$ cat config.mk
export PLATFORM = sky130hd
export DESIGN_NAME = register_file
export DESIGN_NICKNAME = d
export VERILOG_FILES = /design/src/cpu_pkg.sv /design/src/register_file.sv
export SDC_FILE = /design/constraint.sdc
export NUM_CORES = 2
export LEC_CHECK = 0
export ABC_CLOCK_PERIOD_IN_PS = 7690
export BUFFER_PORTS_ARGS = -buffer_cell sky130_fd_sc_hd__buf_2
export CORE_ASPECT_RATIO = 1.25
export CORE_MARGIN = 1
export CORE_UTILIZATION = 41
export DETAILED_ROUTE_END_ITERATION = 16
export GPL_TIMING_DRIVEN = 0
export SYNTH_ARGS = -nofsm -noshare
export SYNTH_HDL_FRONTEND = slang
export SYNTH_SLANG_ARGS = --single-unit
$ cat constraint.sdc
create_clock -name clk -period 7.69 [get_ports clk]
set_input_delay 0.769 -clock clk [delete_from_list [all_inputs] [get_ports clk]]
set_output_delay 0.769 -clock clk [all_outputs]
set_load 0.02 [all_outputs]
$ cat src/program.hex
// one 32-bit instruction word per line, in address order from 0
// trailing comment gives the byte address and the assembly
00500093  // 00 addi x1, x0, 5
ffd00113  // 04 addi x2, x0, -3
002081b3  // 08 add  x3, x1, x2
40208233  // 0c sub  x4, x1, x2
001092b3  // 10 sll  x5, x1, x1
00112333  // 14 slt  x6, x2, x1
001133b3  // 18 sltu x7, x2, x1
0020c433  // 1c xor  x8, x1, x2
001154b3  // 20 srl  x9, x2, x1
40115533  // 24 sra  x10, x2, x1
0020e5b3  // 28 or   x11, x1, x2
0020f633  // 2c and  x12, x1, x2
00309693  // 30 slli x13, x1, 3
00415713  // 34 srli x14, x2, 4
40115793  // 38 srai x15, x2, 1
00012813  // 3c slti x16, x2, 0
0060b913  // 40 sltiu x18, x1, 6
fff0c993  // 44 xori x19, x1, -1
0700ea13  // 48 ori  x20, x1, 0x70
0ff17a93  // 4c andi x21, x2, 0xff
12345b37  // 50 lui  x22, 0x12345
00001b97  // 54 auipc x23, 1
00708013  // 58 addi x0, x1, 7
01602423  // 5c sw   x22, 8(x0)
0040a3a3  // 60 sw   x4, 7(x1)
00802c03  // 64 lw   x24, 8(x0)
00c02c83  // 68 lw   x25, 12(x0)
00208463  // 6c beq  x1, x2, +8   not taken
00108463  // 70 beq  x1, x1, +8   taken
06300d13  // 74 addi x26, x0, 99  skipped
00109463  // 78 bne  x1, x1, +8   not taken
00209463  // 7c bne  x1, x2, +8   taken
06300d13  // 80 addi x26, x0, 99  skipped
0020c463  // 84 blt  x1, x2, +8   not taken
00114463  // 88 blt  x2, x1, +8   taken
06300d13  // 8c addi x26, x0, 99  skipped
00115463  // 90 bge  x2, x1, +8   not taken
0020d463  // 94 bge  x1, x2, +8   taken
06300d13  // 98 addi x26, x0, 99  skipped
00116463  // 9c bltu x2, x1, +8   not taken
0020e463  // a0 bltu x1, x2, +8   taken
06300d13  // a4 addi x26, x0, 99  skipped
0020f463  // a8 bgeu x1, x2, +8   not taken
00117463  // ac bgeu x2, x1, +8   taken
06300d13  // b0 addi x26, x0, 99  skipped
00300d93  // b4 addi x27, x0, 3
002e0e13  // b8 loop: addi x28, x28, 2
fffd8d93  // bc addi x27, x27, -1
fe0d9ce3  // c0 bne  x27, x0, loop
010000ef  // c4 jal  x1, func
01c02823  // c8 sw   x28, 16(x0)
01002e83  // cc lw   x29, 16(x0)
00c0006f  // d0 jal  x0, +12
01c08f33  // d4 func: add x30, x1, x28
00108fe7  // d8 jalr x31, 1(x1)
00000073  // dc ecall with x17 = 0
00a00893  // e0 addi x17, x0, 10
00000073  // e4 ecall, exit
06300d13  // e8 addi x26, x0, 99  never reached

$ cat src/cpu_pkg.sv
// RV32I core shared definitions
`default_nettype none

package cpu_pkg;

  localparam int xlen       = 32;
  localparam int imem_words = 256;
  localparam int dmem_words = 256;
  localparam int imem_aw    = $clog2(imem_words);  // word index bits
  localparam int dmem_aw    = $clog2(dmem_words);

  localparam string program_file = "/design/src/program.hex";
  localparam logic [xlen-1:0] reset_pc = '0;

  // ecall halts when a7 (x17) holds this
  localparam logic [4:0]      reg_a7    = 5'd17;
  localparam logic [xlen-1:0] exit_code = 32'd10;

  localparam logic [6:0] op_lui    = 7'b0110111;
  localparam logic [6:0] op_auipc  = 7'b0010111;
  localparam logic [6:0] op_jal    = 7'b1101111;
  localparam logic [6:0] op_jalr   = 7'b1100111;
  localparam logic [6:0] op_branch = 7'b1100011;
  localparam logic [6:0] op_load   = 7'b0000011;
  localparam logic [6:0] op_store  = 7'b0100011;
  localparam logic [6:0] op_imm    = 7'b0010011;
  localparam logic [6:0] op_reg    = 7'b0110011;
  localparam logic [6:0] op_system = 7'b1110011;

  localparam logic [2:0] f3_beq  = 3'b000;  // branch conditions
  localparam logic [2:0] f3_bne  = 3'b001;
  localparam logic [2:0] f3_blt  = 3'b100;
  localparam logic [2:0] f3_bge  = 3'b101;
  localparam logic [2:0] f3_bltu = 3'b110;
  localparam logic [2:0] f3_bgeu = 3'b111;

  localparam logic [3:0] alu_add    = 4'd0;
  localparam logic [3:0] alu_sub    = 4'd1;
  localparam logic [3:0] alu_sll    = 4'd2;
  localparam logic [3:0] alu_slt    = 4'd3;
  localparam logic [3:0] alu_sltu   = 4'd4;
  localparam logic [3:0] alu_xor    = 4'd5;
  localparam logic [3:0] alu_srl    = 4'd6;
  localparam logic [3:0] alu_sra    = 4'd7;
  localparam logic [3:0] alu_or     = 4'd8;
  localparam logic [3:0] alu_and    = 4'd9;
  localparam logic [3:0] alu_pass_b = 4'd10;  // lui

  typedef union packed {
    struct packed {logic [6:0] funct7; logic [4:0] rs2, rs1; logic [2:0] funct3;
                   logic [4:0] rd; logic [6:0] opcode;} r_fmt;
    struct packed {logic [11:0] imm; logic [4:0] rs1; logic [2:0] funct3;
                   logic [4:0] rd; logic [6:0] opcode;} i_fmt;
    struct packed {logic [6:0] imm_hi; logic [4:0] rs2, rs1; logic [2:0] funct3;
                   logic [4:0] imm_lo; logic [6:0] opcode;} s_fmt;
    struct packed {logic imm_12; logic [5:0] imm_10_5; logic [4:0] rs2, rs1;
                   logic [2:0] funct3; logic [3:0] imm_4_1; logic imm_11;
                   logic [6:0] opcode;} b_fmt;
    struct packed {logic [19:0] imm; logic [4:0] rd; logic [6:0] opcode;} u_fmt;
    struct packed {logic imm_20; logic [9:0] imm_10_1; logic imm_11;
                   logic [7:0] imm_19_12; logic [4:0] rd; logic [6:0] opcode;} j_fmt;
    logic [31:0] raw;
  } inst_u;

  typedef struct packed {
    logic [3:0] alu_op;
    logic       alu_src_imm;  // b = imm
    logic       alu_src_pc;   // a = pc, auipc
    logic       branch;
    logic       is_jal;
    logic       is_jalr;
    logic       mem_read;
    logic       mem_write;
    logic       reg_write;
    logic       wb_link;      // rd gets pc+4
    logic       is_ecall;
  } ctrl_t;

  typedef struct packed {
    logic            valid;
    logic [xlen-1:0] pc;
    logic [31:0]     instr;
    logic            reg_write;
    logic [4:0]      rd;
    logic [xlen-1:0] rd_data;
    logic            mem_write;
    logic [xlen-1:0] mem_addr;
    logic [xlen-1:0] mem_data;
  } commit_t;

endpackage

`default_nettype wire

$ cat src/register_file.sv
// Integer register file
`timescale 1ns/10ps
`default_nettype none

module register_file import cpu_pkg::*; (
  input  logic            clk,
  input  logic            rst_n,
  input  logic            we,        // already gated by halted
  input  logic [4:0]      rs1,
  input  logic [4:0]      rs2,
  input  logic [4:0]      rd,
  input  logic [xlen-1:0] rd_data,
  output logic [xlen-1:0] rs1_data,
  output logic [xlen-1:0] rs2_data,
  output logic [xlen-1:0] a7_data    // x17 for halt check
);

  logic [xlen-1:0] regs [32];  // x0 never written, stays zero

  assign rs1_data = regs[rs1];  // async read
  assign rs2_data = regs[rs2];
  assign a7_data  = regs[reg_a7];

  always_ff @(posedge clk) begin
    if (!rst_n) begin
      for (int i = 0; i < 32; i++) begin
        regs[i] <= '0;
      end
    end else if (we && (rd != 5'd0)) begin
      regs[rd] <= rd_data;  // drop writes to x0
    end
  end

endmodule

`default_nettype wire

; Word level (Yosys, flattened, before mapping)
; Memories as Yosys holds them, arrays and structs flattened.
; Cells that the tools add are included.
; Widths: inputs -> output; s select.
[totals]
ff_bits = 0
ramBits = 1024
inputBits = 50
output_inout_bits = 96
word_cells = 11
mem_count = 1
[memory_table]
columns = name, words, word_bits, read_ports, rd_ports_with_merged_regs, write_ports, line_no
row1 = regs, 32, 32, 3, 0, 32, register_file.sv:18  ; logic [xlen-1:0] regs [32];
[op_classes]
muxes = 7
n_reduce_logical = 3
[ops]
columns = operator, n
row1 = $mux 32, 1
row2 = $reduce_or 32->1, 1
row3 = $mux 1, 5
row4 = $mux 5, 1
row5 = $reduce_bool 5->1, 1
row6 = $logic_and 1x1->1, 1

; Longest topological paths before layout
[depth]
ltp_word = 7
depth_mapped = 8
depth_no_buf = 5

; Least setup slack after synthesis
; OpenSTA, ideal clock, no wires.
[synth_path]
path_kind = input to register
start = in rd[0]
end = mem regs[24][0], enable pin
setup_ns = 0.466
arrival_ns = 3.730
required_ns = 7.224
slack_ns = 3.494
stages = 3
path_buffers = 1
cell_sequence = or3_1 > buf_2 > o21ai_0
[synth_rtl]
columns = item, line_no
row1 = "start, declared", register_file.sv:11  ; input logic [4:0] rd,
row2 = "end, declared", register_file.sv:18

; Worst setup path in the final report
[layout_path]
start = in rs1[0]
end = out rs1_data[28]
[layout_between]
elab_chain_cells = 1
[layout_rtl]
columns = item, line_no
row1 = "start, declared", register_file.sv:9  ; input logic [4:0] rs1,
row2 = $mem_v2 32x32, -
row3 = "end, declared", register_file.sv:13  ; output logic [xlen-1:0] rs1_data,
; Every way passes these cells.

==> flow_summary.yaml <==
die:
  pin_count: 146
  dieArea_um2: 137000
  core.rowCount: 150
  die_h_um: 414
  die_x_um: 331
  core_area_um2: 134000
  initial_core_util_pct: 41.4
placed_design:
  portBuffers: 143
  gp_congestion: 0.933
  dp.final_hpwl_um: 171000
  placed_cell_area_um2: 60000
route:
  vias: 42100
  first_pass_iters: 7
  vias_per_cell: 6.20
  routed_wl_um: 233000
  wl_per_cell_um: 34.3
  drtAntennaViolNets: 0
  drc: 0
  drtIter0Drc: 5312
final_layout:
  drive_above_1_share_pct: 10.8
  biggestRegsByFlops: "regs (1024)"
  syn2layout_area_growth_pct: 14.1
  largest_reg_flops: 1024
  nNetsFinal: 4987
  design_area_um2: 63500
  regMostFlops: "regs"
  num-fill-cells: 12100
  layout_common_cells: "1,024 x mux2i_1, 1,024 x edfxtp_1, 994 x and2_1"
  final_util_pct: 47.3
timing:
  min_period_ps: 4760
  setup_viol: 0
  rsz0062_at_grt: "no"
  worst_pin_slew_ps: 1340
  fmax_mhz: 210
  fin_crit_sh_pct: 61.9
  hold_viol: 0
  slew_headroom_pct: 11.0
  slew_viol_final: 0
  tns_ps: 0
setup_path:
  required_ps: 6920
  setup.worst_path.class: "primary input to output port"
  cp-startpoint: "rs1[0]"
  cp.arrival_ps: 3990
  path_cells: "buf_2 > nor2_1 > clkbuf_1 > clkbuf_1 > a22oi_1 > nand3_1 > nand3_1 > buf_2"
  start_kind: "primary input"
  max_stage_delay_ps: 960
  crit_path_top_delay_cell: "clkbuf_1"
  crit_fanout: 10
  end_kind: "output port"
clocking:
  cts_tree: "yes"
  cts-resized-gates: 0
  cts.htree.levels: 3
  clockBufferDepth: 3
  postCtsSetupRepairBufs: 0
  clkTransAtPathRegs_ps: 60
  ctsHoldBuffers: 0
  cts_made_buffers: 107
  cts_root_buf: "clkbuf_16"
  clkSinkCount: 1024
hold_path:
  min_path_type: "primary input to register"
  worstHoldStart: "rd_data[4]"
pwr:
  leakagePower_uw: 0.0248
  total_power_uw: 13800
  power_density_nw_per_um2: 218
  ir_worst_vdd_v: 0.000195
yosys:
  ys_ff_latch: 1024
  synth.cell_area_um2: 55600
  syn_avg_cell_area_um2: 12.1
  yosys.cell_types.count: 30
  yosys_warnings: 0
  seq_area_frac_synth_pct: 55.3
  synthCells: 4609
global_routing:
  grt_pass1_vias: 41300
  grt_max_degree: 22
  antenna_found_initial: 29
  grt_pass1_wl_um: 313000
  grt_use_total_pct: 33.0
  gr-total-overflow: 0
run:
  timing.max_cap.violations: 0
run_status:
  status: "finished, final reports clean"
-- cells by family after synthesis --
family | synth area share, %
simple gates | 15.3
mux | 18.4
flops | 55.3
compound gates | 7.33
buf+inv | 3.59
other cells | 0.00674
-- cells in the mapped netlist --
cell type / number / area, µm²
nor2_4: 3 / 33.8
nand3_1: 193 / 966
nor2b_1: 4 / 25.0
a21oi_1: 192 / 961
conb_1: 1 / 3.75
nor2_1: 31 / 116
mux2i_1: 1024 / 10200
clkbuf_1: 256 / 961
buf_2: 94 / 470
nor2_2: 1 / 6.26
or3b_1: 1 / 8.76
a22oi_1: 192 / 1440
or2_2: 2 / 12.5
edfxtp_1: 1024 / 30700
nand4_1: 1 / 6.26
nor3_1: 64 / 320
nand4b_1: 1 / 8.76
or3b_2: 1 / 8.76
nand3b_1: 3 / 22.5
o21ai_0: 31 / 155
clkbuf_2: 33 / 165
a31oi_1: 64 / 400
and2_1: 994 / 6220
buf_1: 28 / 105
buf_4: 39 / 293
a22o_1: 128 / 1120
nand2_1: 197 / 739
or3_1: 2 / 12.5
nand2b_1: 4 / 25.0
inv_1: 1 / 3.75
-- where the power goes --
| part | total [µW] | internal, µW | switching [µW] |
|---|---|---|---|
| combinational | 1900 | 589 | 1310 |
| sequential | 6620 | 6450 | 170 |
| clock | 5290 | 2960 | 2330 |
-- routing by layer --
metal | up-vias | share of wire, % | track usage [%]
li1 | 17600 | - | -
met1 | 21200 | 37 | 38.8
met2 | 2521 | 47 | 54.1
met3 | 774 | 9.8 | 8.31
met4 | 16 | 6.8 | 20.6
met5 | - | 0.036 | 0
-- through the flow --
| stage | setup slack [ps] | cells | hold slack (ps) |
|---|---|---|---|
| 2_1_floorplan | 3490 | 4640 | 967 |
| 3_3_place_gp | -810 | 6531 | 1090 |
| 3_5_place_dp | 3310 | 6576 | 1100 |
| 4_1_cts | 3310 | 6774 | 351 |
| 5_1_grt | 3050 | 6775 | 392 |
| 6_report | 2930 | 6787 | 361 |
-- path summary, 6_finish.rpt --
path	endpoint	slack [ps]	cells past startpoint
worst max-delay path	rs1_data[28]	2930	8
worst min-delay path	regs[5][4]	360	2
-- worst max-delay path: cells and delay by family --
| family | cells | cell delay, ps |
|---|---|---|
| compound gates | 1 | 520 |
| buf+inv | 4 | 2090 |
| simple gates | 3 | 580 |
-- cell type report --
type / count / area, µm² / share of cell area [%]
Multi-Input combinational cell: 3165 / 23300 / 36.8
Inverter: 1 / 3.75 / 0.00591
Tap cell: 1748 / 2190 / 3.45
Timing Repair Buffer: 188 / 1740 / 2.74
Sequential cell: 1024 / 30700 / 48.5
Buffer: 450 / 1990 / 3.14
Clock inverter: 62 / 557 / 0.877
Antenna cell: 13 / 32.5 / 0.0513
Clock buffer: 136 / 2870 / 4.52
(Power assumes the default switching activity.)
