**config.mk**
```make
export PLATFORM = sky130hd
export DESIGN_NAME = alu
export DESIGN_NICKNAME = d
export VERILOG_FILES = /design/src/cpu_pkg.sv /design/src/alu.sv
export SDC_FILE = /design/constraint.sdc
export NUM_CORES = 1
export LEC_CHECK = 0
export BUFFER_PORTS_ARGS = -buffer_cell sky130_fd_sc_hd__clkbuf_2
export CAP_MARGIN = 20
export CORE_ASPECT_RATIO = 1.25
export CORE_MARGIN = 2
export CORE_UTILIZATION = 40
export DETAILED_ROUTE_END_ITERATION = 8
export GPL_ROUTABILITY_DRIVEN = 0
export PLACE_DENSITY = 0.68
export REMOVE_ABC_BUFFERS = 1
export SYNTH_ARGS = -nofsm -noshare
export SYNTH_HDL_FRONTEND = slang
export SYNTH_SLANG_ARGS = --single-unit
export TNS_END_PERCENT = 1
```
**constraint.sdc**
```tcl
create_clock -name vclk -period 5.3
set_input_delay 0.53 -clock vclk [all_inputs]
set_output_delay 0.53 -clock vclk [all_outputs]
set_load 0.02 [all_outputs]
```
**src/program.hex**
```
// one 32-bit instruction word per line, in address order from 0
// trailing comment gives the byte address and the assembly
00500093  // 00 addi x1, x0, 5
ffd00113  // 04 addi x2, x0, -3
002081b3  // 08 add  x3, x1, x2
40208233  // 0c sub  x4, x1, x2
001092b3  // 10 sll  x5, x1, x1
00112333  // 14 slt  x6, x2, x1
001133b3  // 18 sltu x7, x2, x1
0020c433  // 1c xor  x8, x1, x2
001154b3  // 20 srl  x9, x2, x1
40115533  // 24 sra  x10, x2, x1
0020e5b3  // 28 or   x11, x1, x2
0020f633  // 2c and  x12, x1, x2
00309693  // 30 slli x13, x1, 3
00415713  // 34 srli x14, x2, 4
40115793  // 38 srai x15, x2, 1
00012813  // 3c slti x16, x2, 0
0060b913  // 40 sltiu x18, x1, 6
fff0c993  // 44 xori x19, x1, -1
0700ea13  // 48 ori  x20, x1, 0x70
0ff17a93  // 4c andi x21, x2, 0xff
12345b37  // 50 lui  x22, 0x12345
00001b97  // 54 auipc x23, 1
00708013  // 58 addi x0, x1, 7
01602423  // 5c sw   x22, 8(x0)
0040a3a3  // 60 sw   x4, 7(x1)
00802c03  // 64 lw   x24, 8(x0)
00c02c83  // 68 lw   x25, 12(x0)
00208463  // 6c beq  x1, x2, +8   not taken
00108463  // 70 beq  x1, x1, +8   taken
06300d13  // 74 addi x26, x0, 99  skipped
00109463  // 78 bne  x1, x1, +8   not taken
00209463  // 7c bne  x1, x2, +8   taken
06300d13  // 80 addi x26, x0, 99  skipped
0020c463  // 84 blt  x1, x2, +8   not taken
00114463  // 88 blt  x2, x1, +8   taken
06300d13  // 8c addi x26, x0, 99  skipped
00115463  // 90 bge  x2, x1, +8   not taken
0020d463  // 94 bge  x1, x2, +8   taken
06300d13  // 98 addi x26, x0, 99  skipped
00116463  // 9c bltu x2, x1, +8   not taken
0020e463  // a0 bltu x1, x2, +8   taken
06300d13  // a4 addi x26, x0, 99  skipped
0020f463  // a8 bgeu x1, x2, +8   not taken
00117463  // ac bgeu x2, x1, +8   taken
06300d13  // b0 addi x26, x0, 99  skipped
00300d93  // b4 addi x27, x0, 3
002e0e13  // b8 loop: addi x28, x28, 2
fffd8d93  // bc addi x27, x27, -1
fe0d9ce3  // c0 bne  x27, x0, loop
010000ef  // c4 jal  x1, func
01c02823  // c8 sw   x28, 16(x0)
01002e83  // cc lw   x29, 16(x0)
00c0006f  // d0 jal  x0, +12
01c08f33  // d4 func: add x30, x1, x28
00108fe7  // d8 jalr x31, 1(x1)
00000073  // dc ecall with x17 = 0
00a00893  // e0 addi x17, x0, 10
00000073  // e4 ecall, exit
06300d13  // e8 addi x26, x0, 99  never reached

```
**src/cpu_pkg.sv**
```systemverilog
// RV32I core shared definitions
`default_nettype none

package cpu_pkg;

  localparam int xlen       = 32;
  localparam int imem_words = 256;
  localparam int dmem_words = 256;
  localparam int imem_aw    = $clog2(imem_words);  // word index bits
  localparam int dmem_aw    = $clog2(dmem_words);

  localparam string program_file = "/design/src/program.hex";
  localparam logic [xlen-1:0] reset_pc = '0;

  // ecall halts when a7 (x17) holds this
  localparam logic [4:0]      reg_a7    = 5'd17;
  localparam logic [xlen-1:0] exit_code = 32'd10;

  localparam logic [6:0] op_lui    = 7'b0110111;
  localparam logic [6:0] op_auipc  = 7'b0010111;
  localparam logic [6:0] op_jal    = 7'b1101111;
  localparam logic [6:0] op_jalr   = 7'b1100111;
  localparam logic [6:0] op_branch = 7'b1100011;
  localparam logic [6:0] op_load   = 7'b0000011;
  localparam logic [6:0] op_store  = 7'b0100011;
  localparam logic [6:0] op_imm    = 7'b0010011;
  localparam logic [6:0] op_reg    = 7'b0110011;
  localparam logic [6:0] op_system = 7'b1110011;

  localparam logic [2:0] f3_beq  = 3'b000;  // branch conditions
  localparam logic [2:0] f3_bne  = 3'b001;
  localparam logic [2:0] f3_blt  = 3'b100;
  localparam logic [2:0] f3_bge  = 3'b101;
  localparam logic [2:0] f3_bltu = 3'b110;
  localparam logic [2:0] f3_bgeu = 3'b111;

  localparam logic [3:0] alu_add    = 4'd0;
  localparam logic [3:0] alu_sub    = 4'd1;
  localparam logic [3:0] alu_sll    = 4'd2;
  localparam logic [3:0] alu_slt    = 4'd3;
  localparam logic [3:0] alu_sltu   = 4'd4;
  localparam logic [3:0] alu_xor    = 4'd5;
  localparam logic [3:0] alu_srl    = 4'd6;
  localparam logic [3:0] alu_sra    = 4'd7;
  localparam logic [3:0] alu_or     = 4'd8;
  localparam logic [3:0] alu_and    = 4'd9;
  localparam logic [3:0] alu_pass_b = 4'd10;  // lui

  typedef union packed {
    struct packed {logic [6:0] funct7; logic [4:0] rs2, rs1; logic [2:0] funct3;
                   logic [4:0] rd; logic [6:0] opcode;} r_fmt;
    struct packed {logic [11:0] imm; logic [4:0] rs1; logic [2:0] funct3;
                   logic [4:0] rd; logic [6:0] opcode;} i_fmt;
    struct packed {logic [6:0] imm_hi; logic [4:0] rs2, rs1; logic [2:0] funct3;
                   logic [4:0] imm_lo; logic [6:0] opcode;} s_fmt;
    struct packed {logic imm_12; logic [5:0] imm_10_5; logic [4:0] rs2, rs1;
                   logic [2:0] funct3; logic [3:0] imm_4_1; logic imm_11;
                   logic [6:0] opcode;} b_fmt;
    struct packed {logic [19:0] imm; logic [4:0] rd; logic [6:0] opcode;} u_fmt;
    struct packed {logic imm_20; logic [9:0] imm_10_1; logic imm_11;
                   logic [7:0] imm_19_12; logic [4:0] rd; logic [6:0] opcode;} j_fmt;
    logic [31:0] raw;
  } inst_u;

  typedef struct packed {
    logic [3:0] alu_op;
    logic       alu_src_imm;  // b = imm
    logic       alu_src_pc;   // a = pc, auipc
    logic       branch;
    logic       is_jal;
    logic       is_jalr;
    logic       mem_read;
    logic       mem_write;
    logic       reg_write;
    logic       wb_link;      // rd gets pc+4
    logic       is_ecall;
  } ctrl_t;

  typedef struct packed {
    logic            valid;
    logic [xlen-1:0] pc;
    logic [31:0]     instr;
    logic            reg_write;
    logic [4:0]      rd;
    logic [xlen-1:0] rd_data;
    logic            mem_write;
    logic [xlen-1:0] mem_addr;
    logic [xlen-1:0] mem_data;
  } commit_t;

endpackage

`default_nettype wire

```
**src/alu.sv**
```systemverilog
// Arithmetic logic unit
`timescale 1ns/10ps
`default_nettype none

module alu import cpu_pkg::*; (
  input  ctrl_t           ctrl,
  input  logic [2:0]      funct3,    // branch kind
  input  logic [xlen-1:0] pc,
  input  logic [xlen-1:0] rs1_data,
  input  logic [xlen-1:0] rs2_data,
  input  logic [xlen-1:0] imm,
  output logic [xlen-1:0] result,
  output logic            bcond
);

  logic [xlen-1:0] op_a;
  logic [xlen-1:0] op_b;
  logic [4:0]      shamt;

  assign op_a  = ctrl.alu_src_pc ? pc : rs1_data;  // auipc uses pc
  assign op_b  = ctrl.alu_src_imm ? imm : rs2_data;
  assign shamt = op_b[4:0];

  always_comb begin
    case (ctrl.alu_op)
      alu_add:    result = op_a + op_b;
      alu_sub:    result = op_a - op_b;
      alu_sll:    result = op_a << shamt;
      alu_slt:    result = {{(xlen-1){1'b0}}, $signed(op_a) < $signed(op_b)};
      alu_sltu:   result = {{(xlen-1){1'b0}}, op_a < op_b};
      alu_xor:    result = op_a ^ op_b;
      alu_srl:    result = op_a >> shamt;
      alu_sra:    result = $unsigned($signed(op_a) >>> shamt);  // keep sign
      alu_or:     result = op_a | op_b;
      alu_and:    result = op_a & op_b;
      alu_pass_b: result = op_b;
      default:    result = '0;
    endcase
  end

  // compare the register pair directly, independent of operand muxing
  always_comb begin
    case (funct3)
      f3_beq:  bcond = (rs1_data == rs2_data);
      f3_bne:  bcond = (rs1_data != rs2_data);
      f3_blt:  bcond = ($signed(rs1_data) < $signed(rs2_data));
      f3_bge:  bcond = ($signed(rs1_data) >= $signed(rs2_data));
      f3_bltu: bcond = (rs1_data < rs2_data);
      f3_bgeu: bcond = (rs1_data >= rs2_data);
      default: bcond = 1'b0;  // 010/011 not valid branches
    endcase
  end

endmodule

`default_nettype wire

```
# Word-level counts from Yosys, hierarchy flattened

Index checks and enable logic that the tools add are counted.

Add/sub/neg operators: 2
$mul: 0
Divide/modulo/power cells: 0
$lt $le $gt $ge: 6
Equal/unequal tests: 17
Shift operators: 3
Muxes and demuxes: 4
Bitwise gates (word level): 3
Reduce and logical (&&, ||, !) cells: 2

Operators by type and width:

| kind                                                | number |
|---|---|
| case mux 32 bit (11 select lines)                   | 1 |
| < comparator 32 bit                                 | 4 |
| greater-or-equal comparator 32 bit                  | 2 |
| 2-to-1 mux 32 bit                                   | 2 |
| adder 32 bit                                        | 1 |
| AND 32 bit                                          | 1 |
| equality test 32 bit                                | 1 |
| inequality test 32 bit                              | 1 |
| OR 32 bit                                           | 1 |
| << shifter 32 x 5 -> 32 bit                         | 1 |
| right shift 32 x 5 -> 32 bit                        | 1 |
| >>> shifter 32 x 5 -> 32 bit                        | 1 |
| subtractor 32 bit                                   | 1 |
| XOR 32 bit                                          | 1 |
| equality test 4 x 3 -> 1 bit, second input constant | 4 |
| equality test 3 bit, second input constant          | 4 |
| equality test 4 bit, second input constant          | 3 |
| equality test 4 x 2 -> 1 bit, second input constant | 2 |
| case mux 1 bit (6 select lines)                     | 1 |
| equality test 4 x 1 -> 1 bit, second input constant | 1 |
| logical NOT 4 bit                                   | 1 |
| equality test 3 x 1 -> 1 bit, second input constant | 1 |
| logical NOT 3 bit                                   | 1 |

Register bits after elaboration: 0
Latch bits: 0
RAM bits: 0
Memory bits (read-only): 0
Input port bits: 145
Output and inout bits: 33
Word-level logic and storage cells: 37
Memories: 0

# Longest topological paths before layout

Depth after elaboration: 3
Gate-level depth with buffers: 18
Mapped depth without buffers: 13

# Least setup slack after synthesis

Ideal clock, no wire load.

Path kind: input to output
From: in ctrl[9] (netlist bit)
To: out result[0]
Arrival: 4.275 ns
Data required time: 4.770 ns
Slack: 0.495 ns
Cell stages on the path: 18
Buffers on the path: 5
Cells stage by stage: buf_4 buf_2 buf_2 buf_1 nand2_1 o21ai_0 inv_1 ha_1 clkbuf_1 or2_2 nor3_2 o31ai_1 o211a_2 o21a_1 o21ai_0 nor3b_1 nor2_1 o311ai_0

Cells in the longest elaborated chain, start to end: 3
Elaborated cells between the ends (all ways): 12
Those cells by class: add/sub: 2; order compare: 2; shift: 3; mux: 2; bitwise: 3

Ends and longest elaborated chain:

| what                                            | line      | RTL |
|---|---|---|
| start, declared                                 | alu.sv:6  | `input ctrl_t ctrl,` |
| 2-to-1 mux 32 bit *                             | alu.sv:21 | `assign op_b = ctrl.alu_src_imm ? imm : rs2_data;` |
| subtractor 32 bit, or another cell as far along | alu.sv:27 | `alu_sub: result = op_a - op_b;` |
| case mux 32 bit (11 select lines) *             | alu.sv:25 | `case (ctrl.alu_op)` |
| end, declared                                   | alu.sv:12 | `output logic [xlen-1:0] result,` |

Every way passes the cells marked *; elsewhere a longest branch is shown, timed or not.

# Worst setup path in the final report

From: in ctrl[8] (netlist bit)
To: out result[25]

Cells in the longest elaborated chain, start to end: 3
Elaborated cells between the ends (all ways): 10
Those cells by class: add/sub: 2; shift: 3; mux: 2; bitwise: 3

Ends and longest elaborated chain:

| what                                            | line      | RTL |
|---|---|---|
| 2-to-1 mux 32 bit *                             | alu.sv:20 | `assign op_a = ctrl.alu_src_pc ? pc : rs1_data;` |
| subtractor 32 bit, or another cell as far along | alu.sv:27 |  |
| case mux 32 bit (11 select lines) *             | alu.sv:25 |  |

Marks and branches as above.

==> reports/metrics.cfg <==
[outcome]
outcome=finished clean

[synthesis]
yosys.cell_types.count=89
syn_area_per_cell_um2=6.63
synth_area_mm2=0.0105
yosys_warnings=0
postSynthCellCount=1580
yosysSeqAreaShare_pct=0

[floorplan]
dieArea_mm2=0.0275
num_rows=66
core_area_mm2=0.0258
dieHeight_um=185
start_util_pct=40.5
ios=178
die_width_um=149

[finish]
multiInputGateArea_mm2=0.00954
drive_above_1_share_pct=17.7
area_growth_pct=12.0
regArea_um2=0
seq_cells=0
nets=1970
num_antenna_cells=0
clock_buffers=0
design_area_mm2=0.0117
n_fill_cell=2707

[sta]
fin_crit_ns=5.08
rsz0062_at_grt=false
fmax_mhz=197
tightestPinTransition_ns=1.16
hold_viol=0
slew_headroom_pct=20.9
holdWs_ns=1.41
finalSetupViolCount=0
drv_slew=0
post-route-period-util_pct=95.9

[worst_setup_path]
crit_arrival_ns=4.55
setup.worst_path.class=in2out
crit_fanout=8
required_ns=4.77
startpoint_type=input port
end_kind=output pin

[routing]
avgViaCountPerCell=6.65
num_vias=13500
wl_um=46100
first_pass_iters=7
ant_nets=0
routedWlPerCell_um=22.7
drt_iter0_drc=2324
route.detailed.drc=0

[placed_design]
dpl-instance-area_mm2=0.0117
portBuffers=170
dpl.hpwl_um=36500

[min_path]
hp-class=in2out

[pwr]
finalPower_mw=1.75
ir_worst_vdd_mv=0.0631
powerDensity_mw_per_mm2=149
p_leak_nw=5.62

[global_routing]
grt_pass1_vias=12300
grt_usage_pct=31.6
grt_overflow_total=0
grt_start_max_net_pins=64
grt_pass1_wl_um=68800
antenna_found_initial=0

[flow_run]
drv_cap=0

stage by stage:
step | TNS (ns) | instances | utilization [%] | worst slack, ns
floorplan | -75.64 | 1467 | - | -2.93
global placement | 0 | 2032 | 45.4 | 0.312
detailed placement | 0 | 2032 | 45.4 | 0.334
CTS | 0 | 2032 | 45.4 | 0.314
global route | 0 | 2032 | 45.4 | 0.00145
finish | 0 | 2032 | 45.4 | 0.219
layout by cell type, fill, tap and decap left out, types with 17 or more instances in the layout:
cell,netlist,layout
a22oi_1,21,21
buf_4,9,52
clkbuf_2,0,170
inv_1,113,113
o221ai_1,17,17
o22ai_1,31,31
ha_1,129,129
o21ai_0,101,101
o211ai_1,27,27
a21oi_1,131,131
nand2_1,149,149
nand3_1,24,24
a221oi_1,24,24
a31oi_1,21,21
a21o_1,33,33
mux2i_1,129,126
o21bai_1,18,18
nor2_1,176,176
nor3_1,24,23
worst paths after layout:
kind,start,to,slack [ns],cells past startpoint
setup / recovery,ctrl[8],result[25],0.22,15
hold / removal,funct3[2],bcond,1.41,3
what timing repair did:
| item | in CTS | in global routing |
|---|---|---|
| setup endpoints to repair | 0 | 1 |
| hold buffers | 0 | 0 |
| buffers inserted | 0 | 0 |
| gates resized for setup | 0 | 2 |
power breakdown:
group / switching (mW) / total (mW) / internal, mW
combinational: 1.13 / 1.75 / 0.614
sequential: 0 / 0 / 0
clock: 0 / 0 / 0
cell families (layout without fill, tap and decap cells):
kind of cell	count (synthesis)	in the layout	synth area share (%)
buffers and inverters	237	349	9.64
AND/OR/NAND/NOR	474	474	20.5
AO/OA/AOI/OAI	570	570	36.7
adder cells (fa/ha/maj)	131	131	15.8
XOR/XNOR	9	9	0.753
multiplexers	159	159	16.7
critical path, stage by stage:
cell      delay, ns
clkbuf_2       0.33
buf_4          0.26
mux2i_2        0.35
ha_1           0.35
a21o_1         0.22
a31oi_1        0.40
o31ai_1        0.22
buf_4          0.19
nor3_2         0.34
o31ai_2        0.14
a21oi_1        0.16
o21bai_1       0.10
a221o_1        0.39
a221o_1        0.39
clkbuf_2       0.18
routing by layer:
| metal | up-vias | wire length [um] | GRT usage, % |
|---|---|---|---|
| met5 | - | 0 | 0 |
| met1 | 6094 | 16900 | 39.0 |
| met2 | 1045 | 20200 | 51.4 |
| met4 | 0 | 3480 | 18.2 |
| li1 | 6104 | - | - |
| met3 | 268 | 5510 | 6.01 |
Yosys cell counts (all sizes together), types with 26 or more instances:
cell / n / share of area, %
buf: 51 / 3.0
a21oi: 134 / 6.5
o21ai: 116 / 5.6
mux2i: 140 / 14
nand2: 149 / 5.3
o211ai: 27 / 1.9
a21o: 33 / 2.4
nor2: 178 / 6.4
nor3: 26 / 1.3
ha: 129 / 15
o22ai: 31 / 1.9
inv: 122 / 4.4
clkbuf: 62 / 2.2
cell type report:
cell class | count | share of cell area, %
inverter | 124 | 3.97
multi-input combinational | 1343 | 81.3
tap | 340 | 3.63
timing repair buffer | 225 | 11.1
No activity file was read; power rests on OpenSTA's default activity.
