--- config.mk ---
export PLATFORM = sky130hd
export DESIGN_NAME = decoder
export DESIGN_NICKNAME = d
export VERILOG_FILES = /design/src/cpu_pkg.sv /design/src/decoder.sv
export SDC_FILE = /design/constraint.sdc
export NUM_CORES = 1
export LEC_CHECK = 0
export BUFFER_PORTS_ARGS = -buffer_cell sky130_fd_sc_hd__buf_4
export CORE_ASPECT_RATIO = 0.8
export CORE_MARGIN = 10
export CORE_UTILIZATION = 35
export DETAILED_ROUTE_END_ITERATION = 10
export GPL_TIMING_DRIVEN = 0
export PLACE_DENSITY = 0.88
export SYNTH_ARGS = -nofsm -noshare
export SYNTH_HDL_FRONTEND = slang
export SYNTH_SLANG_ARGS = --single-unit
--- constraint.sdc ---
create_clock -name vclk -period 2.3
set_input_delay 0.46 -clock vclk [all_inputs]
set_output_delay 0.46 -clock vclk [all_outputs]
set_load 0.02 [all_outputs]
--- src/program.hex ---
// one 32-bit instruction word per line, in address order from 0
// trailing comment gives the byte address and the assembly
00500093  // 00 addi x1, x0, 5
ffd00113  // 04 addi x2, x0, -3
002081b3  // 08 add  x3, x1, x2
40208233  // 0c sub  x4, x1, x2
001092b3  // 10 sll  x5, x1, x1
00112333  // 14 slt  x6, x2, x1
001133b3  // 18 sltu x7, x2, x1
0020c433  // 1c xor  x8, x1, x2
001154b3  // 20 srl  x9, x2, x1
40115533  // 24 sra  x10, x2, x1
0020e5b3  // 28 or   x11, x1, x2
0020f633  // 2c and  x12, x1, x2
00309693  // 30 slli x13, x1, 3
00415713  // 34 srli x14, x2, 4
40115793  // 38 srai x15, x2, 1
00012813  // 3c slti x16, x2, 0
0060b913  // 40 sltiu x18, x1, 6
fff0c993  // 44 xori x19, x1, -1
0700ea13  // 48 ori  x20, x1, 0x70
0ff17a93  // 4c andi x21, x2, 0xff
12345b37  // 50 lui  x22, 0x12345
00001b97  // 54 auipc x23, 1
00708013  // 58 addi x0, x1, 7
01602423  // 5c sw   x22, 8(x0)
0040a3a3  // 60 sw   x4, 7(x1)
00802c03  // 64 lw   x24, 8(x0)
00c02c83  // 68 lw   x25, 12(x0)
00208463  // 6c beq  x1, x2, +8   not taken
00108463  // 70 beq  x1, x1, +8   taken
06300d13  // 74 addi x26, x0, 99  skipped
00109463  // 78 bne  x1, x1, +8   not taken
00209463  // 7c bne  x1, x2, +8   taken
06300d13  // 80 addi x26, x0, 99  skipped
0020c463  // 84 blt  x1, x2, +8   not taken
00114463  // 88 blt  x2, x1, +8   taken
06300d13  // 8c addi x26, x0, 99  skipped
00115463  // 90 bge  x2, x1, +8   not taken
0020d463  // 94 bge  x1, x2, +8   taken
06300d13  // 98 addi x26, x0, 99  skipped
00116463  // 9c bltu x2, x1, +8   not taken
0020e463  // a0 bltu x1, x2, +8   taken
06300d13  // a4 addi x26, x0, 99  skipped
0020f463  // a8 bgeu x1, x2, +8   not taken
00117463  // ac bgeu x2, x1, +8   taken
06300d13  // b0 addi x26, x0, 99  skipped
00300d93  // b4 addi x27, x0, 3
002e0e13  // b8 loop: addi x28, x28, 2
fffd8d93  // bc addi x27, x27, -1
fe0d9ce3  // c0 bne  x27, x0, loop
010000ef  // c4 jal  x1, func
01c02823  // c8 sw   x28, 16(x0)
01002e83  // cc lw   x29, 16(x0)
00c0006f  // d0 jal  x0, +12
01c08f33  // d4 func: add x30, x1, x28
00108fe7  // d8 jalr x31, 1(x1)
00000073  // dc ecall with x17 = 0
00a00893  // e0 addi x17, x0, 10
00000073  // e4 ecall, exit
06300d13  // e8 addi x26, x0, 99  never reached

--- src/cpu_pkg.sv ---
// RV32I core shared definitions
`default_nettype none

package cpu_pkg;

  localparam int xlen       = 32;
  localparam int imem_words = 256;
  localparam int dmem_words = 256;
  localparam int imem_aw    = $clog2(imem_words);  // word index bits
  localparam int dmem_aw    = $clog2(dmem_words);

  localparam string program_file = "/design/src/program.hex";
  localparam logic [xlen-1:0] reset_pc = '0;

  // ecall halts when a7 (x17) holds this
  localparam logic [4:0]      reg_a7    = 5'd17;
  localparam logic [xlen-1:0] exit_code = 32'd10;

  localparam logic [6:0] op_lui    = 7'b0110111;
  localparam logic [6:0] op_auipc  = 7'b0010111;
  localparam logic [6:0] op_jal    = 7'b1101111;
  localparam logic [6:0] op_jalr   = 7'b1100111;
  localparam logic [6:0] op_branch = 7'b1100011;
  localparam logic [6:0] op_load   = 7'b0000011;
  localparam logic [6:0] op_store  = 7'b0100011;
  localparam logic [6:0] op_imm    = 7'b0010011;
  localparam logic [6:0] op_reg    = 7'b0110011;
  localparam logic [6:0] op_system = 7'b1110011;

  localparam logic [2:0] f3_beq  = 3'b000;  // branch conditions
  localparam logic [2:0] f3_bne  = 3'b001;
  localparam logic [2:0] f3_blt  = 3'b100;
  localparam logic [2:0] f3_bge  = 3'b101;
  localparam logic [2:0] f3_bltu = 3'b110;
  localparam logic [2:0] f3_bgeu = 3'b111;

  localparam logic [3:0] alu_add    = 4'd0;
  localparam logic [3:0] alu_sub    = 4'd1;
  localparam logic [3:0] alu_sll    = 4'd2;
  localparam logic [3:0] alu_slt    = 4'd3;
  localparam logic [3:0] alu_sltu   = 4'd4;
  localparam logic [3:0] alu_xor    = 4'd5;
  localparam logic [3:0] alu_srl    = 4'd6;
  localparam logic [3:0] alu_sra    = 4'd7;
  localparam logic [3:0] alu_or     = 4'd8;
  localparam logic [3:0] alu_and    = 4'd9;
  localparam logic [3:0] alu_pass_b = 4'd10;  // lui

  typedef union packed {
    struct packed {logic [6:0] funct7; logic [4:0] rs2, rs1; logic [2:0] funct3;
                   logic [4:0] rd; logic [6:0] opcode;} r_fmt;
    struct packed {logic [11:0] imm; logic [4:0] rs1; logic [2:0] funct3;
                   logic [4:0] rd; logic [6:0] opcode;} i_fmt;
    struct packed {logic [6:0] imm_hi; logic [4:0] rs2, rs1; logic [2:0] funct3;
                   logic [4:0] imm_lo; logic [6:0] opcode;} s_fmt;
    struct packed {logic imm_12; logic [5:0] imm_10_5; logic [4:0] rs2, rs1;
                   logic [2:0] funct3; logic [3:0] imm_4_1; logic imm_11;
                   logic [6:0] opcode;} b_fmt;
    struct packed {logic [19:0] imm; logic [4:0] rd; logic [6:0] opcode;} u_fmt;
    struct packed {logic imm_20; logic [9:0] imm_10_1; logic imm_11;
                   logic [7:0] imm_19_12; logic [4:0] rd; logic [6:0] opcode;} j_fmt;
    logic [31:0] raw;
  } inst_u;

  typedef struct packed {
    logic [3:0] alu_op;
    logic       alu_src_imm;  // b = imm
    logic       alu_src_pc;   // a = pc, auipc
    logic       branch;
    logic       is_jal;
    logic       is_jalr;
    logic       mem_read;
    logic       mem_write;
    logic       reg_write;
    logic       wb_link;      // rd gets pc+4
    logic       is_ecall;
  } ctrl_t;

  typedef struct packed {
    logic            valid;
    logic [xlen-1:0] pc;
    logic [31:0]     instr;
    logic            reg_write;
    logic [4:0]      rd;
    logic [xlen-1:0] rd_data;
    logic            mem_write;
    logic [xlen-1:0] mem_addr;
    logic [xlen-1:0] mem_data;
  } commit_t;

endpackage

`default_nettype wire

--- src/decoder.sv ---
// Instruction decoder
`timescale 1ns/10ps
`default_nettype none

module decoder import cpu_pkg::*; (
  input  inst_u           instr,
  output ctrl_t           ctrl,
  output logic [4:0]      rs1,
  output logic [4:0]      rs2,
  output logic [4:0]      rd,
  output logic [xlen-1:0] imm,
  output logic [2:0]      funct3
);

  logic [6:0]      opcode;
  logic [xlen-1:0] imm_i;
  logic [xlen-1:0] imm_s;
  logic [xlen-1:0] imm_b;
  logic [xlen-1:0] imm_u;
  logic [xlen-1:0] imm_j;
  logic            alt;     // funct7 bit 5, sub / sra select

  // funct3 to alu op for op and op-imm groups
  function automatic logic [3:0] arith_op(input logic [2:0] f3, input logic alt_sel);
    case (f3)
      3'b000:  arith_op = alt_sel ? alu_sub : alu_add;
      3'b001:  arith_op = alu_sll;
      3'b010:  arith_op = alu_slt;
      3'b011:  arith_op = alu_sltu;
      3'b100:  arith_op = alu_xor;
      3'b101:  arith_op = alt_sel ? alu_sra : alu_srl;
      3'b110:  arith_op = alu_or;
      default: arith_op = alu_and;
    endcase
  endfunction

  assign opcode = instr.r_fmt.opcode;
  assign rs1    = instr.r_fmt.rs1;  // field positions shared across formats
  assign rs2    = instr.r_fmt.rs2;
  assign rd     = instr.r_fmt.rd;
  assign funct3 = instr.r_fmt.funct3;
  assign alt    = instr.r_fmt.funct7[5];

  // sign-extended immediates, one per format view
  assign imm_i = {{20{instr.i_fmt.imm[11]}}, instr.i_fmt.imm};
  assign imm_s = {{20{instr.s_fmt.imm_hi[6]}}, instr.s_fmt.imm_hi, instr.s_fmt.imm_lo};
  assign imm_b = {{19{instr.b_fmt.imm_12}}, instr.b_fmt.imm_12, instr.b_fmt.imm_11,
                  instr.b_fmt.imm_10_5, instr.b_fmt.imm_4_1, 1'b0};
  assign imm_u = {instr.u_fmt.imm, 12'b0};
  assign imm_j = {{11{instr.j_fmt.imm_20}}, instr.j_fmt.imm_20, instr.j_fmt.imm_19_12,
                  instr.j_fmt.imm_11, instr.j_fmt.imm_10_1, 1'b0};

  always_comb begin
    ctrl = '0;  // unknown opcode is a no-op
    imm  = '0;
    case (opcode)
      op_lui: begin
        ctrl.alu_op      = alu_pass_b;
        ctrl.alu_src_imm = 1'b1;
        ctrl.reg_write   = 1'b1;
        imm              = imm_u;
      end
      op_auipc: begin
        ctrl.alu_op      = alu_add;
        ctrl.alu_src_imm = 1'b1;
        ctrl.alu_src_pc  = 1'b1;  // pc + upper imm
        ctrl.reg_write   = 1'b1;
        imm              = imm_u;
      end
      op_jal: begin
        ctrl.is_jal    = 1'b1;
        ctrl.reg_write = 1'b1;
        ctrl.wb_link   = 1'b1;
        imm            = imm_j;
      end
      op_jalr: begin
        ctrl.alu_op      = alu_add;  // target = rs1 + imm
        ctrl.alu_src_imm = 1'b1;
        ctrl.is_jalr     = 1'b1;
        ctrl.reg_write   = 1'b1;
        ctrl.wb_link     = 1'b1;
        imm              = imm_i;
      end
      op_branch: begin
        ctrl.alu_op = alu_sub;  // result unused, bcond decides
        ctrl.branch = 1'b1;
        imm         = imm_b;
      end
      op_load: begin
        ctrl.alu_op      = alu_add;
        ctrl.alu_src_imm = 1'b1;
        ctrl.mem_read    = 1'b1;
        ctrl.reg_write   = 1'b1;
        imm              = imm_i;
      end
      op_store: begin
        ctrl.alu_op      = alu_add;
        ctrl.alu_src_imm = 1'b1;
        ctrl.mem_write   = 1'b1;
        imm              = imm_s;
      end
      op_imm: begin
        ctrl.alu_op      = arith_op(funct3, alt & (funct3 == 3'b101));  // srai only
        ctrl.alu_src_imm = 1'b1;
        ctrl.reg_write   = 1'b1;
        imm              = imm_i;
      end
      op_reg: begin
        ctrl.alu_op    = arith_op(funct3, alt);
        ctrl.reg_write = 1'b1;
      end
      op_system: begin
        ctrl.is_ecall = (funct3 == 3'b000) && (instr.i_fmt.imm == 12'd0);  // ecall only
      end
      default: begin
        ctrl = '0;
      end
    endcase
  end

endmodule

`default_nettype wire

### Yosys cells after proc, flatten, opt, wreduce, memory -nomap -nowiden

Cells that the tools add are included.

| storage, ports and cells | value |
|---|---|
| output and inout bits | 64 |
| bits of input ports | 32 |
| flip-flop bits (word level) | 0 |
| word-level logic and storage cells | 43 |

| cells by class | value |
|---|---|
| bitwise logic cells | 1 |
| multiplexer cells | 18 |
| reductions and logical operators | 8 |
| eq/ne operators | 16 |

Operators with widths:

| cell | count |
|---|---|
| $pmux W32 S5 | 1 |
| $pmux W4 S7 | 2 |
| $eq A7 B7 Y1 const B | 4 |
| $eq A7 B6 Y1 const B | 3 |
| $pmux W4 S4 | 1 |
| $eq A7 B5 Y1 const B | 2 |
| $mux W1 | 14 |
| $logic_not A12 Y1 | 1 |
| $eq A3 B3 Y1 const B | 3 |
| $eq A7 B2 Y1 const B | 1 |
| $reduce_or A7 Y1 | 1 |
| $eq A3 B2 Y1 const B | 2 |
| $reduce_or A6 Y1 | 1 |
| $reduce_or A2 Y1 | 2 |
| $eq A3 B1 Y1 const B | 1 |
| $logic_not A3 Y1 | 1 |
| $reduce_or A3 Y1 | 1 |
| $and A1 B1 Y1 | 1 |
| $logic_and A1 B1 Y1 | 1 |

### Longest topological paths before layout

Gate-level depths: netlist of the first run.

| depth | value |
|---|---|
| depth in word-level cells | 5 |
| mapped depth | 6 |

### Worst setup path before layout of the first run

Ideal clock, no wire load.

| timing | value |
|---|---|
| path type | input port to output port |
| start point | input port instr[2] in the netlist's numbering |
| end point | output port imm[11] |
| cell stages on the path | 5 |
| required time | 1.840 ns |
| path buffers | 1 |
| arrival time | 1.936 ns |
| slack | -0.096 ns |
| cells stage by stage | buf_4 inv_1 nand4_1 nor3b_1 a221o_1 |

| on the way | value |
|---|---|
| word-level cells in the longest chain between the ends | 3 |
| elaborated cells on any way between the ends | 11 |
| classes of those cells | eq/ne: 8; mux: 1; reduce/logical: 2 |

Ends and longest elaborated chain:

| what | RTL line | text |
|---|---|---|
| start, declared | decoder.sv:6 | `input inst_u instr,` |
| $eq A7 B5 Y1, or another cell as far along | decoder.sv:56 | `case (opcode)` |
| $reduce_or A3 Y1 (no line) / $reduce_or A2 Y1 (equally long branches) | - |  |
| $pmux W32 S5 (*) | decoder.sv:56 |  |
| end, declared | decoder.sv:11 | `output logic [xlen-1:0] imm,` |

Every way passes the cells marked *; elsewhere a longest branch is shown, timed or not.

### Worst setup path after layout of the first run

| timing | value |
|---|---|
| start point | input port instr[2] in the netlist's numbering |
| end point | output port imm[23] |

The elaborated chain is that of the path after synthesis.

==> out/results.tsv, run 1 <==
stage	metric	value	unit
critical_path	critical path's slowest cell	sky130_fd_sc_hd__a2111o_1	
layout	signed area change from the synthesized netlist to the final layout	88.5	%
sta	max frequency	0.449	GHz
floorplan	floorplan die height	63.8	µm
layout	Clock Buffer Count	0	
drt	detailed-route wire length per cell	17.3	µm
power	Lkg Pwr	0.000984	µW
placed_design	Detailed Place HPWL	3540	µm
layout	Sequential cell area	0	µm²
grt	global routing usage on met2	0.279	
layout	sequential cell count	0	
critical_path	largest stage delay on the critical path	0.42	ns
critical_path	CP required	1.84	ns
clock_network	number of post-CTS setup repair buffers	0	
logic_synthesis	Yosys cell types	37	
flow_run	# Max-Cap Violations	0	
grt	vias in the first global route	1194	
grt	first-pass GRT wire length	6070	µm
layout	fraction of layout cells with a size suffix above 1	0.590	
placed_design	count of port buffers added during placement	91	
layout	most common cell after layout, fill and taps aside	sky130_fd_sc_hd__buf_4	
critical_path	endpoint kind of the worst setup timing path	primary output	
drt	starting DRC count in detailed routing	84	
sta	time the final worst path needs with I/O delays and setup	2.23	ns
placed_design	routability congestion estimate	0.783	
drt	count of nets left with antenna violations after detail routing	0	
drt	post-route DRC violation count	0	
floorplan	width of the die	74.8	µm
drt	vias per std cell	5.30	
sta	Final Hold Fails	0	
floorplan	Std-Cell Core Area	2210	µm²
layout	fillcell total	183	
sta	final number of max-transition violations	0	
sta	Worst-Margin Slew	0.494	ns
critical_path	cell-by-cell trace of the critical path	buf_4 > inv_1 > a2111o_1 > a21oi_2 > buf_6 > a21o_1 > buf_4	
floorplan	overall die area	4770	µm²
logic_synthesis	Post-Syn Area per Cell	6.66	µm²
grt	global route overflow	0	
layout	layout net count	251	
logic_synthesis	share of the yosys chip area belonging to registers	0	
grt	GRT met1 Usage	0.176	
layout	most used cells in the layout excluding fill and tap cells	sky130_fd_sc_hd__buf_4 (110), sky130_fd_sc_hd__a21o_1 (21), sky130_fd_sc_hd__nor2_1 (9), sky130_fd_sc_hd__nor2b_1 (8), sky130_fd_sc_hd__a21oi_1 (6)	
min_path	worst hold path type	primary input to primary output	
drt	final wirelength	4180	µm
drt	first-pass iteration count of the detailed router	4	
grt	pin count of the biggest net entering global routing	11	
power	maximum vdd drop	0.0000840	V
grt	global-route total usage across every layer	0.151	
power	power density of the placed cells	149	nW/µm²
sta	Worst Hold Slack	1.12	ns
logic_synthesis	combined area of all synthesized cells	840	µm²
critical_path	Worst Setup Path Type	primary input to primary output	
outcome	status	complete, no violations	
critical_path	critical path startpoint category	primary input	
sta	Finish-stage setup viols	0	
logic_synthesis	Synth Net Count	158	
floorplan	effective utilization at floorplan	0.379	
floorplan	number of cell rows	15	
placed_design	worst slack, placed	0.0321	ns
critical_path	CP top delay family	compound AO/OA/AOI/OAI gates	
grt	GRT Max-Usage Layer	met2	
grt	initial antenna violation count	0	
critical_path	endpoint arrival time on the critical path	1.77	ns
sta	tightest slew margin relative to the limit	0.669	
sta	fraction of the cycle the final worst path needs	0.969	
sta	Worst Slack Setup Final	0.0719	ns
layout	final instance count without filler cells	242	
logic_synthesis	count of mapped cells out of synthesis	126	
sta	setup repair after global routing missed its margin	true	
floorplan	I/O pin cnt	96	
layout	total area of multi-input combinational cells	669	µm²
drt	vias after detailed routing	1282	
logic_synthesis	total number of yosys warnings	0	
critical_path	crit-path most repeated cell	sky130_fd_sc_hd__buf_4	
layout	Antenna Cells	0	
critical_path	number of buffers and inverters on the critical path	4	
grt	met3 Resource Use GR	0.0417	
placed_design	number of instances in the placed design	242	
critical_path	maximum net fanout on the critical path	10	
repair_timing:
action,in CTS,in global routing
hold buffers,0,0
gates resized for setup,0,6
endpoints found under the setup margin,0,11
per-stage QoR:
step	power [µW]	instance area, µm²	setup TNS (ns)	utilization
6_report	236	1580	0	0.715
5_1_grt	252	1580	-0.00223	0.715
4_1_cts	233	1560	0	0.704
3_5_place_dp	232	1560	0	0.704
3_3_place_gp	226	1560	0	0.704
2_1_floorplan	122	845	0	-
metal layers:
layer / share of wire / up-vias
met4: 0 / 0
met2: 0.53 / 55
li1: - / 622
met3: 0.11 / 0
met1: 0.36 / 605
met5: 0 / -
cell usage after synthesis:
master / number / area share
sky130_fd_sc_hd__a22o_1: 4 / 0.042
sky130_fd_sc_hd__nor4b_1: 1 / 0.010
sky130_fd_sc_hd__clkbuf_1: 2 / 0.0089
sky130_fd_sc_hd__a221o_1: 1 / 0.012
sky130_fd_sc_hd__buf_2: 3 / 0.018
sky130_fd_sc_hd__o21ai_1: 1 / 0.0060
sky130_fd_sc_hd__a21bo_1: 1 / 0.012
sky130_fd_sc_hd__a21oi_1: 6 / 0.036
sky130_fd_sc_hd__a21o_1: 21 / 0.19
sky130_fd_sc_hd__nand2_1: 4 / 0.018
sky130_fd_sc_hd__nor2_4: 1 / 0.013
sky130_fd_sc_hd__a211o_1: 1 / 0.010
sky130_fd_sc_hd__nor2b_1: 8 / 0.060
sky130_fd_sc_hd__nand4b_1: 1 / 0.010
sky130_fd_sc_hd__and2_4: 1 / 0.010
sky130_fd_sc_hd__nand2_2: 1 / 0.0075
sky130_fd_sc_hd__o21ai_0: 3 / 0.018
sky130_fd_sc_hd__nor3_1: 6 / 0.036
sky130_fd_sc_hd__and4b_1: 2 / 0.024
sky130_fd_sc_hd__nor2_1: 11 / 0.049
sky130_fd_sc_hd__nand2b_1: 2 / 0.015
sky130_fd_sc_hd__a2111o_1: 1 / 0.013
sky130_fd_sc_hd__nand3_1: 3 / 0.018
sky130_fd_sc_hd__a21oi_2: 2 / 0.021
sky130_fd_sc_hd__and3_1: 1 / 0.0075
sky130_fd_sc_hd__nor4_1: 3 / 0.022
sky130_fd_sc_hd__nand4_1: 3 / 0.022
sky130_fd_sc_hd__nor3_2: 1 / 0.012
sky130_fd_sc_hd__buf_6: 1 / 0.013
sky130_fd_sc_hd__and2_1: 1 / 0.0075
sky130_fd_sc_hd__nor3b_1: 2 / 0.018
sky130_fd_sc_hd__buf_4: 20 / 0.18
sky130_fd_sc_hd__nand3b_1: 1 / 0.0089
sky130_fd_sc_hd__or4_4: 1 / 0.013
sky130_fd_sc_hd__a211oi_1: 1 / 0.0089
sky130_fd_sc_hd__o21a_4: 1 / 0.018
sky130_fd_sc_hd__inv_1: 3 / 0.013
final cells by class:
cell class | count | share of cell area
plain buffers | 26 | 0.119
multi-input cells | 97 | 0.423
repair buffers | 91 | 0.432
inverters | 3 | 0.00711
well taps | 25 | 0.0198
logic make-up (layout without fill, tap and decap cells):
| family | after synthesis | count (layout) | share of synthesized area |
|---|---|---|---|
| AND/OR/NAND/NOR | 54 | 54 | 0.383 |
| AO/OA/AOI/OAI | 43 | 43 | 0.384 |
| buffers and inverters | 29 | 120 | 0.232 |
power breakdown:
part	internal, µW	leakage [µW]	switching (µW)
logic	114	0.000984	122
clock network	0	0	0
registers	0	0	0
total	114	0.000984	122
worst paths after layout:
check | depth (start not counted) | start | to | slack [ns]
worst min-delay path | 2 | instr[14] | funct3[2] | 1.12
worst max-delay path | 7 | instr[2] | imm[23] | 0.07
No activity file was read; power rests on OpenSTA's default activity.
==> run 2, diff against run 1 <==
==> config.mk (replaced) <==
export PLATFORM = sky130hd
export DESIGN_NAME = decoder
export DESIGN_NICKNAME = d
export VERILOG_FILES = /design/src/cpu_pkg.sv /design/src/decoder.sv
export SDC_FILE = /design/constraint.sdc
export NUM_CORES = 1
export LEC_CHECK = 0
export CORE_ASPECT_RATIO = 0.8
export CORE_MARGIN = 10
export CORE_UTILIZATION = 35
export DETAILED_ROUTE_END_ITERATION = 10
export DONT_BUFFER_PORTS = 1
export GPL_TIMING_DRIVEN = 0
export PLACE_DENSITY = 0.54
export SYNTH_ARGS = -nofsm -noshare
export SYNTH_HDL_FRONTEND = slang
export SYNTH_SLANG_ARGS = --single-unit
==> out/results.tsv, run 2 (synthesized netlist as in run 1, its figures left out) <==
stage	metric	value	unit	change
sta	final number of max-transition violations	0		unchanged
min_path	worst hold path type	primary input to primary output		unchanged
floorplan	effective utilization at floorplan	0.379		unchanged
power	proportion of total power due to net switching	0.640		was 0.516
grt	global route overflow	0		unchanged
layout	sequential cell count	0		unchanged
layout	Antenna Cells	0		unchanged
sta	Final Hold Fails	0		unchanged
floorplan	Std-Cell Core Area	2210	µm²	unchanged
grt	global-route total usage across every layer	0.121		was 0.151
grt	pin count of the biggest net entering global routing	11		unchanged
grt	vias in the first global route	873		was 1194
power	power density of the placed cells	154	nW/µm²	was 149 nW/µm²
critical_path	endpoint arrival time on the critical path	1.79	ns	was 1.77 ns
sta	setup repair after global routing missed its margin	true		unchanged
layout	Sequential cell area	0	µm²	unchanged
placed_design	routability congestion estimate	0.772		was 0.783
placed_design	worst slack, placed	-0.179	ns	was 0.0321 ns
floorplan	number of cell rows	15		unchanged
power	Power, Total	143	µW	was 236 µW
drt	vias after detailed routing	930		was 1282
sta	Worst-Margin Slew	0.728	ns	was 0.494 ns
placed_design	count of port buffers added during placement	0		was 91
power	maximum vdd drop	0.0000487	V	was 0.0000840 V
drt	first-pass iteration count of the detailed router	4		unchanged
critical_path	endpoint kind of the worst setup timing path	primary output		unchanged
sta	Worst Slack Setup Final	0.0550	ns	was 0.0719 ns
layout	fraction of layout cells with a size suffix above 1	0.320		was 0.590
drt	count of nets left with antenna violations after detail routing	0		unchanged
outcome	status	complete, no violations		unchanged
power	cell-internal power	51.6	µW	was 114 µW
floorplan	width of the die	74.8	µm	unchanged
layout	most common cell after layout, fill and taps aside	sky130_fd_sc_hd__buf_4		unchanged
critical_path	maximum net fanout on the critical path	10		unchanged
floorplan	overall die area	4770	µm²	unchanged
sta	time the final worst path needs with I/O delays and setup	2.25	ns	was 2.23 ns
sta	Finish-stage setup viols	0		unchanged
sta	max frequency	0.445	GHz	was 0.449 GHz
power	net switching power	91.9	µW	was 122 µW
layout	share of the core filled with cells	0.422		was 0.715
power	Lkg Pwr	0.000535	µW	was 0.000984 µW
power	clock power share	0		about the same
grt	initial antenna violation count	0		unchanged
critical_path	Worst Setup Path Type	primary input to primary output		unchanged
power	proportion of power drawn by combinational gates	1.000		about the same
sta	fraction of the cycle the final worst path needs	0.976		was 0.969
layout	most used cells in the layout excluding fill and tap cells	sky130_fd_sc_hd__buf_4 (22), sky130_fd_sc_hd__a21o_1 (21), sky130_fd_sc_hd__nor2_1 (10), sky130_fd_sc_hd__nor2b_1 (8), sky130_fd_sc_hd__a21oi_1 (5)		was sky130_fd_sc_hd__buf_4 (110), sky130_fd_sc_hd__a21o_1 (21), sky130_fd_sc_hd__nor2_1 (9), sky130_fd_sc_hd__nor2b_1 (8), sky130_fd_sc_hd__a21oi_1 (6)
grt	first-pass GRT wire length	4830	µm	was 6070 µm
placed_design	Detailed Place HPWL	2950	µm	was 3540 µm
layout	signed area change from the synthesized netlist to the final layout	11.3	%	was 88.5%
critical_path	critical path startpoint category	primary input		unchanged
drt	post-route DRC violation count	0		unchanged
drt	final wirelength	3380	µm	was 4180 µm
critical_path	CP required	1.84	ns	about the same
floorplan	I/O pin cnt	96		unchanged
floorplan	floorplan die height	63.8	µm	unchanged
sta	tightest slew margin relative to the limit	0.512		was 0.669
drt	detailed-route wire length per cell	22.1	µm	was 17.3 µm
layout	layout net count	162		was 251
sta	Worst Hold Slack	0.961	ns	was 1.12 ns
layout	Clock Buffer Count	0		unchanged
drt	starting DRC count in detailed routing	57		was 84
sta	Total Neg Setup Slack	0	ns	unchanged
drt	vias per std cell	6.08		was 5.30
power	power share of the sequential group	0		about the same
flow_run	# Max-Cap Violations	0		unchanged
run 2: changes by cell type in the layout (fill, tap and decap cells not counted), sizes merged:
cell	before	now
inv	3	2
clkinvlp	0	1
buf	115	26
run 2: worst max-delay path, cell delays in order:
cell,delay (ns)
sky130_fd_sc_hd__buf_4,0.16
sky130_fd_sc_hd__clkinvlp_4,0.16
sky130_fd_sc_hd__a2111o_1,0.43
sky130_fd_sc_hd__a21oi_2,0.18
sky130_fd_sc_hd__buf_4,0.19
sky130_fd_sc_hd__a21o_1,0.21
run 2: power by group through the flow:
stage	logic, µW	clock network [µW]	registers, µW
after detailed placement	138	0	0
final	143	0	0
after floorplan	122	0	0
after CTS	141	0	0
after global routing	153	0	0
after global placement	137	0	0
run 2: stage by stage:
step                instance area [µm²]  instances
detailed placement                  876        151
floorplan                           845        126
global placement                    876        151
finish                              935        153
CTS                                 897        151
global route                        935        153
run 2: path summary, 6_finish.rpt:
| kind | startpoint | endpoint | slack (ns) | depth (start not counted) |
|---|---|---|---|---|
| min | instr[3] | ctrl[5] | 0.96 | 1 |
| max | instr[2] | imm[28] | 0.05 | 6 |
run 2: cell type report:
class	count	area, µm²
multi-input combinational	97	689
inverter	3	15.0
buffer	26	184
fill	251	1280
timing repair buffer	2	15.0
tap	25	31.3
run 2: per-layer routing:
layer	share of wire	global-route usage	wire length, µm	up-vias
li1	-	-	-	449
met1	0.38	0.138	1280	439
met2	0.50	0.218	1690	42
met3	0.12	0.0509	404	0
met4	0	0	0	0
met5	0	0	0	-
run 2: repair_timing:
| action | CTS | global route |
|---|---|---|
| buffers inserted | 0 | 2 |
| hold buffers | 0 | 0 |
| pin swaps | 0 | 4 |
| gates resized for setup | 4 | 5 |
| endpoints found under the setup margin | 3 | 14 |
